--- config.mk ---
export PLATFORM = sky130hd
export DESIGN_NAME = motion_bridge_top
export DESIGN_NICKNAME = d
export VERILOG_FILES = /design/src/motion_pkg.sv /design/src/motion_bridge_top.sv /design/src/response_writer.sv /design/src/stepper_pulse_gen.sv /design/src/move_planner.sv /design/src/fifo_command_reader.sv
export SDC_FILE = /design/constraint.sdc
export NUM_CORES = 1
export LEC_CHECK = 0
export BUFFER_PORTS_ARGS = -buffer_cell sky130_fd_sc_hd__buf_2
export CAP_MARGIN = 10
export CORE_MARGIN = 5
export CORE_UTILIZATION = 39
export CTS_CLUSTER_DIAMETER = 60
export CTS_CLUSTER_SIZE = 30
export DETAILED_ROUTE_END_ITERATION = 16
export PLACE_DENSITY = 0.61
export REMOVE_ABC_BUFFERS = 1
export SLEW_MARGIN = 5
export SYNTH_ARGS = -nofsm -noshare
export SYNTH_HDL_FRONTEND = slang
export SYNTH_HIERARCHICAL = 1
export SYNTH_SLANG_ARGS = --single-unit
--- constraint.sdc ---
create_clock -name CLOCK_50 -period 71.2 [get_ports CLOCK_50]
set_input_delay 3.56 -clock CLOCK_50 [delete_from_list [all_inputs] [get_ports CLOCK_50]]
set_output_delay 3.56 -clock CLOCK_50 [all_outputs]
set_load 0.1 [all_outputs]
--- src/motion_pkg.sv ---
// Fixed 32-bit HPS FIFO command word; only 8-bit step counts, and only CMD_MOVE acts, other codes are echoed
`default_nettype none

package motion_pkg;

	// ================================================
	// Word and field widths
	// ================================================

	// Raw word on both HPS FIFOs
	typedef logic [31:0] fifo_word_t;
	// Live fill count of the inbound FIFO
	typedef logic [31:0] fill_level_t;
	typedef logic [3:0]  cmd_code_t;
	// x or y argument field
	typedef logic [13:0] axis_value_t;
	// Steps for one joint per move
	typedef logic [7:0]  step_count_t;
	// Interval stretch in 8.8 fixed point
	typedef logic [15:0] step_scale_t;
	// Slow-down exponent from the switches
	typedef logic [2:0]  step_divide_t;

	// ================================================
	// Command word layout
	// ================================================

	localparam int CMD_LSB      = 0;
	localparam int X_LSB        = 4;
	localparam int Y_LSB        = 18;
	// Direction flag inside an axis field
	localparam int AXIS_DIR_BIT = 13;

	// Only command that moves the joints
	localparam cmd_code_t   CMD_MOVE  = 4'd1;
	// Ratio of 1.0
	localparam step_scale_t SCALE_ONE = 16'd256;

	// Inbound FIFO reader
	typedef enum logic [1:0] {
		RD_AWAIT,
		RD_POP,
		RD_CAPTURE,
		RD_DISPATCH
	} reader_state_t;

	// Step pulse timing
	typedef enum logic [1:0] {
		PG_IDLE,
		PG_HIGH,
		PG_LOW
	} pulse_state_t;

endpackage

`default_nettype wire
--- src/motion_bridge_top.sv ---
// Plain FIFO ports stand in for the HPS bridge; step timing assumes the 50 MHz CLOCK_50
`default_nettype none

module motion_bridge_top #(
	parameter int STEP_BASE_CYCLES  = 8,
	parameter int PULSE_HIGH_CYCLES = 2
) (
	input  wire logic                      CLOCK_50,
	input  wire logic                      rst_n,
	// Inbound FIFO
	input  wire motion_pkg::fifo_word_t    h2f_readdata,
	input  wire motion_pkg::fill_level_t   h2f_fill_level,
	output logic                           h2f_read,
	// Outbound FIFO
	output motion_pkg::fifo_word_t         f2h_writedata,
	output logic                           f2h_write,
	input  wire logic                      f2h_full,
	// Switches
	input  wire motion_pkg::step_divide_t  step_divide,
	input  wire logic                      equal_speed,
	// Stepper drivers
	output logic                           step1,
	output logic                           dir1,
	output logic                           step2,
	output logic                           dir2
);

	logic                    cmd_valid;
	motion_pkg::cmd_code_t   cmd;
	motion_pkg::axis_value_t x_value;
	motion_pkg::axis_value_t y_value;
	motion_pkg::fifo_word_t  raw_word;
	logic                    move_ready;
	logic                    resp_ready;
	logic                    start;
	motion_pkg::step_count_t num_steps1;
	motion_pkg::step_count_t num_steps2;
	logic                    dir_out1;
	logic                    dir_out2;
	motion_pkg::step_scale_t scale1;
	motion_pkg::step_scale_t scale2;
	logic                    busy1;
	logic                    busy2;

	// ================================================
	// Decode
	// ================================================
	fifo_command_reader u_fifo_command_reader (
		.CLOCK_50(CLOCK_50), .rst_n(rst_n),
		.h2f_readdata(h2f_readdata), .h2f_fill_level(h2f_fill_level), .h2f_read(h2f_read),
		.move_ready(move_ready), .resp_ready(resp_ready),
		.cmd_valid(cmd_valid), .cmd(cmd), .x_value(x_value), .y_value(y_value),
		.raw_word(raw_word)
	);

	// Move setup for both joints
	move_planner u_move_planner (
		.CLOCK_50(CLOCK_50), .rst_n(rst_n),
		.cmd_valid(cmd_valid), .cmd(cmd), .x_value(x_value), .y_value(y_value),
		.equal_speed(equal_speed), .busy1(busy1), .busy2(busy2),
		.move_ready(move_ready), .start(start),
		.num_steps1(num_steps1), .dir_out1(dir_out1), .scale1(scale1),
		.num_steps2(num_steps2), .dir_out2(dir_out2), .scale2(scale2)
	);

	stepper_pulse_gen #(
		.STEP_BASE_CYCLES(STEP_BASE_CYCLES), .PULSE_HIGH_CYCLES(PULSE_HIGH_CYCLES)
	) joint1 (
		.CLOCK_50(CLOCK_50), .rst_n(rst_n), .start(start),
		.num_steps(num_steps1), .direction(dir_out1), .step_scale(scale1),
		.step_divide(step_divide), .step(step1), .dir(dir1), .busy(busy1)
	);

	stepper_pulse_gen #(
		.STEP_BASE_CYCLES(STEP_BASE_CYCLES), .PULSE_HIGH_CYCLES(PULSE_HIGH_CYCLES)
	) joint2 (
		.CLOCK_50(CLOCK_50), .rst_n(rst_n), .start(start),
		.num_steps(num_steps2), .direction(dir_out2), .step_scale(scale2),
		.step_divide(step_divide), .step(step2), .dir(dir2), .busy(busy2)
	);

	// Echo back to the HPS
	response_writer u_response_writer (
		.CLOCK_50(CLOCK_50), .rst_n(rst_n),
		.cmd_valid(cmd_valid), .raw_word(raw_word), .f2h_full(f2h_full),
		.f2h_write(f2h_write), .f2h_writedata(f2h_writedata), .resp_ready(resp_ready)
	);

endmodule

`default_nettype wire

--- src/response_writer.sv ---
// One-word echo slot; a new word must not arrive before the previous echo is written
`default_nettype none

module response_writer (
	input  wire logic                    CLOCK_50,
	input  wire logic                    rst_n,
	input  wire logic                    cmd_valid,
	input  wire motion_pkg::fifo_word_t  raw_word,
	input  wire logic                    f2h_full,
	output logic                         f2h_write,
	output motion_pkg::fifo_word_t       f2h_writedata,
	output logic                         resp_ready
);

	logic echo_valid;

	// ================================================
	// Echo slot
	// ================================================

	// Write as soon as there is room
	assign f2h_write  = echo_valid && !f2h_full;
	// Reader stalls while a word waits
	assign resp_ready = !echo_valid;

	always_ff @(posedge CLOCK_50 or negedge rst_n) begin
		if (!rst_n) begin
			echo_valid <= 1'b0;
		end else if (cmd_valid) begin
			echo_valid <= 1'b1;
		end else if (f2h_write) begin
			// Single write per word
			echo_valid <= 1'b0;
		end
	end

	// Word stays on the bus through back-pressure
	always_ff @(posedge CLOCK_50) begin
		if (cmd_valid) begin
			f2h_writedata <= raw_word;
		end
	end

	// New word only lands in an empty slot
	a_slot_free: assert property (@(posedge CLOCK_50) disable iff (!rst_n)
		cmd_valid |-> !echo_valid)
		else $error("echo slot overwritten");

endmodule

`default_nettype wire

--- src/stepper_pulse_gen.sv ---
// Start is ignored while busy; interval is clamped to one clock above the high time
`default_nettype none

module stepper_pulse_gen #(
	parameter int STEP_BASE_CYCLES  = 8,
	parameter int PULSE_HIGH_CYCLES = 2
) (
	input  wire logic                      CLOCK_50,
	input  wire logic                      rst_n,
	input  wire logic                      start,
	input  wire motion_pkg::step_count_t   num_steps,
	input  wire logic                      direction,
	input  wire motion_pkg::step_scale_t   step_scale,
	input  wire motion_pkg::step_divide_t  step_divide,
	output logic                           step,
	output logic                           dir,
	output logic                           busy
);

	// Room for base << 7 times a full 8.8 scale
	localparam int IVL_W = 24;
	localparam logic [IVL_W-1:0] HIGH_LEN = IVL_W'(PULSE_HIGH_CYCLES);
	localparam logic [IVL_W-1:0] MIN_IVL  = HIGH_LEN + 1'b1;

	motion_pkg::pulse_state_t state;
	motion_pkg::step_count_t  remaining;
	logic [IVL_W-1:0]         cnt;
	logic [IVL_W-1:0]         interval;
	logic [IVL_W-1:0]         base_shift;
	logic [IVL_W+15:0]        product;
	logic [IVL_W-1:0]         next_interval;

	// Base interval, divided down, then stretched by the 8.8 scale
	assign base_shift    = IVL_W'(STEP_BASE_CYCLES) << step_divide;
	assign product       = base_shift * step_scale;
	assign next_interval = (product[IVL_W+7:8] < MIN_IVL) ? MIN_IVL : product[IVL_W+7:8];

	assign busy = (state != motion_pkg::PG_IDLE);

	// ================================================
	// Pulse FSM
	// ================================================
	// cnt counts clocks from each rising edge, starting at 1
	always_ff @(posedge CLOCK_50 or negedge rst_n) begin
		if (!rst_n) begin
			state     <= motion_pkg::PG_IDLE;
			step      <= 1'b0;
			dir       <= 1'b0;
			remaining <= '0;
			cnt       <= '0;
		end else begin
			case (state)
				motion_pkg::PG_IDLE: begin
					// Zero steps stays idle
					if (start && num_steps != '0) begin
						remaining <= num_steps;
						dir       <= direction;
						step      <= 1'b1;
						cnt       <= IVL_W'(1);
						state     <= motion_pkg::PG_HIGH;
					end
				end
				motion_pkg::PG_HIGH: begin
					cnt <= cnt + 1'b1;
					if (cnt >= HIGH_LEN) begin
						step  <= 1'b0;
						state <= motion_pkg::PG_LOW;
					end
				end
				motion_pkg::PG_LOW: begin
					if (cnt >= interval) begin
						// Last pulse keeps its full low time
						if (remaining == 8'd1) begin
							state <= motion_pkg::PG_IDLE;
						end else begin
							remaining <= remaining - 1'b1;
							step      <= 1'b1;
							cnt       <= IVL_W'(1);
							state     <= motion_pkg::PG_HIGH;
						end
					end else begin
						cnt <= cnt + 1'b1;
					end
				end
				default: begin
					step  <= 1'b0;
					state <= motion_pkg::PG_IDLE;
				end
			endcase
		end
	end

	// Interval for the whole move
	always_ff @(posedge CLOCK_50) begin
		if (start && state == motion_pkg::PG_IDLE) begin
			interval <= next_interval;
		end
	end

endmodule

`default_nettype wire

--- src/move_planner.sv ---
// Step counts sit in bits 7..0 of each axis field; ratio truncates toward zero, no rounding
`default_nettype none

module move_planner (
	input  wire logic                     CLOCK_50,
	input  wire logic                     rst_n,
	input  wire logic                     cmd_valid,
	input  wire motion_pkg::cmd_code_t    cmd,
	input  wire motion_pkg::axis_value_t  x_value,
	input  wire motion_pkg::axis_value_t  y_value,
	input  wire logic                     equal_speed,
	input  wire logic                     busy1,
	input  wire logic                     busy2,
	output logic                          move_ready,
	output logic                          start,
	output motion_pkg::step_count_t       num_steps1,
	output logic                          dir_out1,
	output motion_pkg::step_scale_t       scale1,
	output motion_pkg::step_count_t       num_steps2,
	output logic                          dir_out2,
	output motion_pkg::step_scale_t       scale2
);

	localparam int CNT_W = $bits(motion_pkg::step_count_t);

	logic                    is_move;
	motion_pkg::step_count_t count1;
	motion_pkg::step_count_t count2;
	motion_pkg::step_scale_t next_scale1;
	motion_pkg::step_scale_t next_scale2;

	assign is_move = cmd_valid && (cmd == motion_pkg::CMD_MOVE);
	assign count1  = x_value[CNT_W-1:0];
	assign count2  = y_value[CNT_W-1:0];

	// Low from the move strobe until both joints are done
	assign move_ready = !is_move && !start && !busy1 && !busy2;

	// ================================================
	// Interval stretch for the shorter joint
	// ================================================
	always_comb begin
		next_scale1 = motion_pkg::SCALE_ONE;
		next_scale2 = motion_pkg::SCALE_ONE;
		if (equal_speed || count1 == '0 || count2 == '0) begin
			// Both at base rate
			next_scale1 = motion_pkg::SCALE_ONE;
			next_scale2 = motion_pkg::SCALE_ONE;
		end else if (count1 > count2) begin
			// Joint2 slows to finish with joint1
			next_scale2 = motion_pkg::step_scale_t'({count1, 8'd0} / count2);
		end else begin
			next_scale1 = motion_pkg::step_scale_t'({count2, 8'd0} / count1);
		end
	end

	// Start goes out one cycle after the move strobe
	always_ff @(posedge CLOCK_50 or negedge rst_n) begin
		if (!rst_n) begin
			start <= 1'b0;
		end else begin
			start <= is_move;
		end
	end

	// Per-joint move arguments
	always_ff @(posedge CLOCK_50) begin
		if (is_move) begin
			num_steps1 <= count1;
			dir_out1   <= x_value[motion_pkg::AXIS_DIR_BIT];
			scale1     <= next_scale1;
			num_steps2 <= count2;
			dir_out2   <= y_value[motion_pkg::AXIS_DIR_BIT];
			scale2     <= next_scale2;
		end
	end

	// A start during a running move would be dropped by the generators
	a_start_idle: assert property (@(posedge CLOCK_50) disable iff (!rst_n)
		start |-> !(busy1 || busy2))
		else $error("start while a joint is busy");

endmodule

`default_nettype wire

--- src/fifo_command_reader.sv ---
// Expects readdata valid from the cycle after the read pulse and held; one word in flight at a time
`default_nettype none

module fifo_command_reader (
	input  wire logic                     CLOCK_50,
	input  wire logic                     rst_n,
	input  wire motion_pkg::fifo_word_t   h2f_readdata,
	input  wire motion_pkg::fill_level_t  h2f_fill_level,
	output logic                          h2f_read,
	input  wire logic                     move_ready,
	input  wire logic                     resp_ready,
	output logic                          cmd_valid,
	output motion_pkg::cmd_code_t         cmd,
	output motion_pkg::axis_value_t       x_value,
	output motion_pkg::axis_value_t       y_value,
	output motion_pkg::fifo_word_t        raw_word
);

	motion_pkg::reader_state_t state;
	logic                      can_pop;

	// Data waiting and both consumers free
	// Blocked during cmd_valid since ready flags only drop a cycle later
	assign can_pop = (h2f_fill_level != '0) && move_ready && resp_ready && !cmd_valid;

	// ================================================
	// Control FSM
	// ================================================
	// Cycle 1 read pulse
	// Cycle 2 word on the bus, registered at its end
	// Cycle 4 cmd_valid
	always_ff @(posedge CLOCK_50 or negedge rst_n) begin
		if (!rst_n) begin
			state     <= motion_pkg::RD_AWAIT;
			h2f_read  <= 1'b0;
			cmd_valid <= 1'b0;
		end else begin
			// Strobe only ever lasts one cycle
			cmd_valid <= 1'b0;
			case (state)
				motion_pkg::RD_AWAIT: begin
					if (can_pop) begin
						h2f_read <= 1'b1;
						state    <= motion_pkg::RD_POP;
					end
				end
				motion_pkg::RD_POP: begin
					// Drop the pop before the word shows up
					h2f_read <= 1'b0;
					state    <= motion_pkg::RD_CAPTURE;
				end
				motion_pkg::RD_CAPTURE: begin
					state <= motion_pkg::RD_DISPATCH;
				end
				motion_pkg::RD_DISPATCH: begin
					cmd_valid <= 1'b1;
					state     <= motion_pkg::RD_AWAIT;
				end
				default: begin
					h2f_read <= 1'b0;
					state    <= motion_pkg::RD_AWAIT;
				end
			endcase
		end
	end

	// Field split of the popped word
	// Held until the next capture
	always_ff @(posedge CLOCK_50) begin
		if (state == motion_pkg::RD_CAPTURE) begin
			raw_word <= h2f_readdata;
			cmd      <= h2f_readdata[motion_pkg::CMD_LSB +: $bits(motion_pkg::cmd_code_t)];
			x_value  <= h2f_readdata[motion_pkg::X_LSB +: $bits(motion_pkg::axis_value_t)];
			y_value  <= h2f_readdata[motion_pkg::Y_LSB +: $bits(motion_pkg::axis_value_t)];
		end
	end

endmodule

`default_nettype wire

==> flow_summary.rst, run 1 <==
.. list-table::
   :header-rows: 1

   * - Metric
     - Value
   * - Starting utilization of the core area
     - 39.4%
   * - Drt pass-1 iters
     - 8
   * - Total gr overflow
     - 0
   * - Number of slew-limit violations in the final report
     - 0
   * - Routed Antenna Nets
     - 0
   * - Kind of end point of the critical path
     - flop
   * - Clock latency on the worst-skew pair
     - around 0.57 ns
   * - Cell Count, Final, Fillers Out
     - roughly 5100
   * - Combined buffer and inverter count along the critical path
     - 4
   * - Clock tree from TritonCTS
     - built
   * - Number of fill cells in the layout
     - ~8400
   * - Number of maximum-capacitance violations
     - 0
   * - Path category of the worst min-delay check
     - flop to flop
   * - Maximum number of pins on one net before global-route repair
     - between 60 and 70
   * - Core Rows
     - between 100 and 150
   * - Nets
     - between 4000 and 5000
   * - Slowest cell delay on critical path
     - ~0.9 ns
   * - GPL Wtd Cong
     - 0.902
   * - Synthesized netlist cell count
     - 3853
   * - Number of clock buffers inserted by TritonCTS
     - 25
   * - Number of global-route vias before repair
     - 27312
   * - First-pass GRT wire length
     - 141000 um
   * - DRC viols
     - 0
   * - Required time reported for the critical path endpoint
     - 71.47 ns
   * - Number of failing hold endpoints at the final stage
     - 0
   * - Status
     - completed
   * - Startpoint class of the critical path
     - flop
   * - Clk pin slew, worst setup/hold paths
     - 0.07 ns
   * - Synthesis warning total
     - 6
   * - Total standard cell area after synthesis
     - 33700 um^2
   * - Actual transition at the worst max-transition pin
     - 1.22 ns
   * - Fraction of final layout cells with drive strength greater than 1
     - 9.04%
   * - Slowest cell on the critical path
     - edfxtp_1
   * - Placed insts
     - 5004
   * - Area of the multi-input gates
     - 24900 um^2
   * - Area of the placeable core
     - 85500 um^2
   * - Endpoints failing setup
     - 0
   * - Final Core Density
     - 42.4%
   * - Level count of the clock H-tree
     - 1
   * - Initial antenna violation count
     - 7
   * - Maximum fanout encountered on the critical timing path
     - 20
   * - Setup tns final
     - 0 ns
   * - Tcrit/Tclk final
     - 48.0%
   * - Maximum root-to-sink buffer count
     - 3
   * - Delay-heaviest family, CP
     - compound AO/OA/AOI/OAI gates
   * - Number of sinks on the clock net
     - 236
   * - Detailed placement HPWL
     - 67000 um
   * - Die width
     - a little over 300 um
   * - Chip height
     - 304 um
   * - Final wirelength
     - 85000 um
   * - Number of DRC violations after detailed-routing iteration 0
     - about 1600
   * - Global routing usage summed across all routing layers
     - between 10% and 20%
   * - Routed length per instance
     - 16.8 um
   * - RSZ-0062 raised after global routing
     - false
   * - Average size of a mapped cell
     - around 8.8 um^2
   * - Highest Clock Rate
     - just under 0.03 GHz
   * - CTS root buffer
     - clkbuf_16
   * - Crit path kind
     - flop to flop
   * - I/O pin count
     - 109
   * - Die ar.
     - between 90000 and 100000 um^2
   * - Post-CTS repair timing setup buffer count
     - 0
   * - Number of vias in the routed layout
     - 28222
   * - Number of vias per cell after detailed routing
     - around 5.6
   * - Headroom to the max-slew limit
     - 18.6%
   * - Post-cts hold buffer count
     - 0
   * - Seq. cell area
     - 6700 um^2
   * - Most frequent CP cell
     - o21a_1
   * - Count of cells resized by post-cts repair
     - 0
   * - Time the final worst path needs with I/O delays and setup
     - 34.18 ns
   * - Clock skew
     - between 0.03 and 0.04 ns
   * - Endpoint arrival time on the critical path
     - 34.45 ns
   * - Quantity of I/O buffers inserted on ports
     - 108
   * - P&R area growth vs syn
     - 7.46%
metrics by stage:
step                setup WS, ns  hold slack (ns)  instance area (um^2)
finish                     37.02            0.422                 36200
global route               34.49            0.432                 36200
CTS                        36.93            0.424                 36200
detailed placement         37.05            0.405                 35300
global placement           37.02            0.402                 35300
floorplan                  40.80            0.400                 33100
state kept, by name (all words and copies together), names as in the netlist, 14 cells and up:
register / cells
joint1/interval: 22
u_fifo_command_reader/y_value: 14
u_move_planner/scale1: 16
u_response_writer/f2h_writedata: 32
joint2/interval: 22
joint2/cnt: 24
u_move_planner/scale2: 16
joint1/cnt: 24
area by class of cell:
| class | instances | area share, % |
|---|---|---|
| Antenna cell | 4 | 0.0276 |
| Multi-Input combinational cell | 3071 | 68.6 |
| Inverter | 415 | 4.30 |
| Sequential cell | 236 | 18.5 |
| Timing Repair Buffer | 138 | 2.12 |
| Tap cell | 1144 | 3.95 |
| Clock inverter | 18 | 0.739 |
| Clock buffer | 27 | 1.81 |
metal layers:
layer | vias up | track usage (%) | routed length [um] | part of all wire (%)
met2 | 619 | 29.0 | 38100 | 45
met5 | - | 0 | 36 | 0.042
li1 | 13997 | - | - | -
met3 | 111 | 2.17 | 4290 | 5.1
met1 | 13489 | 25.8 | 41000 | 48
met4 | 6 | 3.40 | 1530 | 1.8
path summary, 6_finish.rpt:
path / start / to / slack (ns) / cells after the start
worst max-delay path: u_fifo_command_reader/x_value[0]$_DFFE_PP_ / u_move_planner/scale1[0]$_SDFFCE_PP0P_ / 37.02 / 132
worst min-delay path: u_fifo_command_reader/x_value[11]$_DFFE_PP_ / u_response_writer/f2h_writedata[15]$_DFFE_PP_ / 0.42 / 0
worst max register to register: u_fifo_command_reader/x_value[0]$_DFFE_PP_ / u_move_planner/scale1[0]$_SDFFCE_PP0P_ / 37.02 / 132
worst min register to register: u_fifo_command_reader/x_value[11]$_DFFE_PP_ / u_response_writer/f2h_writedata[15]$_DFFE_PP_ / 0.42 / 0
max in group asynchronous: rst_n / u_fifo_command_reader/cmd_valid$_DFF_PN0_ / 67.23 / 2
min in group asynchronous: rst_n / joint1/cnt[7]$_DFFE_PN0P_ / 2.87 / 1
layout by cell type (no fill, tap or decap), drive strengths merged, types with 48 or more instances in the layout:
master / n
o31ai: 53
o21ai: 156
xor2: 49
a21o: 88
inv: 423
o21a: 94
xnor2: 76
dfrtp: 78
a21oi: 165
nand2: 286
fa: 166
ha: 458
a31oi: 50
mux2: 62
edfxtp: 158
nor2: 228
and2: 208
nand2b: 48
buf: 138
nand3: 99
nor3: 98
worst reg2reg max path: cells and delay by family, from the launching register on:
kind | cells | cell delay, ns
buffers and inverters | 4 | 0.92
AO/OA/AOI/OAI | 83 | 18.21
AND/OR/NAND/NOR | 23 | 6.64
adder cells (fa/ha/maj) | 17 | 5.48
multiplexers | 5 | 1.76
flip-flops | 1 | 0.88
Power of run 1 is not shown: default switching activity piles up to over one toggle a cycle in this logic, so the estimate is an artifact.
==> inputs of run 2 (changes only) <==
Clock period 71.2 ns to 32.5 ns, I/O delays scaled along.
==> flow_summary.rst, run 2 (synthesis results as in run 1) <==
.. list-table::
   :header-rows: 1

   * - Metric
     - Value
   * - Kind of end point of the critical path
     - flop (unchanged)
   * - Initial antenna violation count
     - 5 (was 7)
   * - Number of maximum-capacitance violations
     - 0 (unchanged)
   * - Met3 track demand over resource in global routing
     - 2.28% (was 2.17%)
   * - Most frequent CP cell
     - o21a_1 (unchanged)
   * - Routed length per instance
     - 17.0 um (was 16.8 um)
   * - Top library cells by usage in the layout, fill and taps aside
     - ha_1, inv_1, nand2_1 (unchanged)
   * - Clock latency on the worst-skew pair
     - 0.58 ns (was 0.57 ns)
   * - Total gr overflow
     - 0 (unchanged)
   * - Endpoint arrival time on the critical path
     - 30.90 ns (was 34.45 ns)
   * - Number of slew-limit violations in the final report
     - 0 (unchanged)
   * - P&R area growth vs syn
     - 8.32% (was 7.46%)
   * - Required time reported for the critical path endpoint
     - 32.77 ns (was 71.47 ns)
   * - Core Rows
     - 107 (unchanged)
   * - Area of the multi-input gates
     - 25100 um^2 (was 24900 um^2)
   * - Post-cts hold buffer count
     - 0 (unchanged)
   * - Global routing usage summed across all routing layers
     - 17.8% (about the same)
   * - Routed Antenna Nets
     - 0 (unchanged)
   * - Quantity of I/O buffers inserted on ports
     - 108 (unchanged)
   * - Chip height
     - 304 um (unchanged)
   * - Path category of the worst min-delay check
     - flop to flop (unchanged)
   * - Headroom to the max-slew limit
     - 22.3% (was 18.6%)
   * - Starting utilization of the core area
     - 39.4% (unchanged)
   * - Met2 global-route usage
     - 28.7% (was 29.0%)
   * - Status
     - completed (unchanged)
   * - Number of DRC violations after detailed-routing iteration 0
     - 1919 (was 1623)
   * - Most common cell after layout, fill and taps aside
     - ha_1 (unchanged)
   * - Number of failing hold endpoints at the final stage
     - 0 (unchanged)
   * - Time the final worst path needs with I/O delays and setup
     - 30.63 ns (was 34.18 ns)
   * - CTS root buffer
     - clkbuf_16 (unchanged)
   * - Die ar.
     - 92500 um^2 (unchanged)
   * - I/O pin count
     - 109 (unchanged)
   * - Maximum root-to-sink buffer count
     - 3 (unchanged)
   * - Number of clock buffers inserted by TritonCTS
     - 23 (was 25)
   * - DRC viols
     - 0 (unchanged)
   * - Actual transition at the worst max-transition pin
     - 1.16 ns (was 1.22 ns)
   * - Number of global-route vias before repair
     - 27142 (was 27312)
   * - Cell area after layout
     - 36500 um^2 (was 36200 um^2)
   * - Placed cell areas
     - 35400 um^2 (was 35300 um^2)
   * - Final wirelength
     - 86100 um (was 85000 um)
   * - Clock tree from TritonCTS
     - built (unchanged)
   * - Slowest cell delay on critical path
     - 0.57 ns (was 0.88 ns)
   * - Crit path kind
     - flop to flop (unchanged)
   * - Drt pass-1 iters
     - 6 (was 8)
   * - Detailed placement HPWL
     - 67800 um (was 67000 um)
   * - Number of vias in the routed layout
     - 28334 (was 28222)
   * - Tcrit/Tclk final
     - 94.2% (was 48.0%)
   * - Largest reg by FF count
     - u_response_writer/f2h_writedata (unchanged)
   * - Largest registers in the final layout
     - u_response_writer/f2h_writedata (32), joint1/cnt (24), joint2/cnt (24) (unchanged)
   * - Seq. cell area
     - 6700 um^2 (unchanged)
   * - Clk pin slew, worst setup/hold paths
     - 0.09 ns (was 0.07 ns)
   * - Highest Clock Rate
     - 0.0326 GHz (was 0.0293 GHz)
   * - Number of vias per cell after detailed routing
     - 5.60 (was 5.59)
   * - Endpoints failing setup
     - 0 (unchanged)
   * - Maximum fanout encountered on the critical timing path
     - 14 (was 20)
   * - First-pass GRT wire length
     - 141000 um (about the same)
   * - Number of fill cells in the layout
     - 8423 (was 8442)
   * - Startpoint class of the critical path
     - flop (unchanged)
   * - Area of the placeable core
     - 85500 um^2 (unchanged)
   * - GPL Wtd Cong
     - 0.864 (was 0.902)
   * - Final Core Density
     - 42.7% (was 42.4%)
   * - Worst setup slack before clock tree synthesis
     - -0.589 ns (was 37.05 ns)
   * - Layer with the highest usage after global routing
     - met2 (unchanged)
   * - Worst-case setup margin in the final layout
     - 1.87 ns (was 37.02 ns)
   * - Fraction of final layout cells with drive strength greater than 1
     - 10.1% (was 9.04%)
   * - Level count of the clock H-tree
     - 1 (unchanged)
   * - Flip-flop count of the largest register after layout
     - 32 (unchanged)
   * - Grt met1 use
     - 25.8% (about the same)
   * - Slowest cell on the critical path
     - edfxtp_1 (unchanged)
   * - Maximum number of pins on one net before global-route repair
     - 62 (was 61)
   * - Nets
     - 4593 (was 4582)
   * - Number of sinks on the clock net
     - 236 (unchanged)
   * - Die width
     - 304 um (unchanged)
   * - Clock skew
     - 0.0460 ns (was 0.0313 ns)
run 2: area by class of cell:
class / instances / share of cell area [%]
multi-input cells: 3071 / 68.6
inverters: 415 / 4.26
diodes: 4 / 0.0274
repair buffers: 151 / 2.37
clock buffers: 23 / 1.58
clock inverters: 19 / 0.901
well taps: 1144 / 3.92
flip-flops and latches: 236 / 18.3
run 2: worst paths after layout:
| check | from | end | slack (ns) | cells after the start |
|---|---|---|---|---|
| worst max-delay path | u_fifo_command_reader/x_value[6]$_DFFE_PP_ | u_move_planner/scale1[0]$_SDFFCE_PP0P_ | 1.87 | 130 |
| worst min-delay path | u_fifo_command_reader/y_value[8]$_DFFE_PP_ | u_response_writer/f2h_writedata[26]$_DFFE_PP_ | 0.43 | 0 |
| worst max register to register | u_fifo_command_reader/x_value[6]$_DFFE_PP_ | u_move_planner/scale1[0]$_SDFFCE_PP0P_ | 1.87 | 130 |
| worst min register to register | u_fifo_command_reader/y_value[8]$_DFFE_PP_ | u_response_writer/f2h_writedata[26]$_DFFE_PP_ | 0.43 | 0 |
| max in group asynchronous | rst_n | u_fifo_command_reader/cmd_valid$_DFF_PN0_ | 30.46 | 2 |
| min in group asynchronous | rst_n | joint1/cnt[7]$_DFFE_PN0P_ | 0.93 | 1 |
run 2: what timing repair did:
item / in CTS / in global routing
setup buffers: 0 / 3
setup endpoints to repair: 1 / 4
resized for setup: 3 / 41
pin swaps: 0 / 4
run 2: stage by stage:
stage	std cells	hold slack, ns	setup TNS, ns
floorplan	3722	0.400	0
global placement	5014	0.402	-0.634
detailed placement	5014	0.411	-0.589
CTS	5056	0.431	0
global route	5060	0.436	-0.0884
finish	5063	0.430	0
run 2: critical path, delay by kind of cell (launching register included):
kind	cells	cell delay (ns)
adders and majority gates	15	4.63
and+or+nand+nor	28	6.13
DFF	1	0.57
muxes	6	2.05
buffers and inverters	5	1.07
AOI/OAI and AO/OA	76	15.82
run 2: metal layers:
metal / vias to the layer above / routed length [um]
li1: 14065 / -
met1: 13539 / 41700
met2: 616 / 38300
met3: 108 / 4350
met4: 6 / 1790
met5: - / 43
Power of run 2 is left out for the same reason.
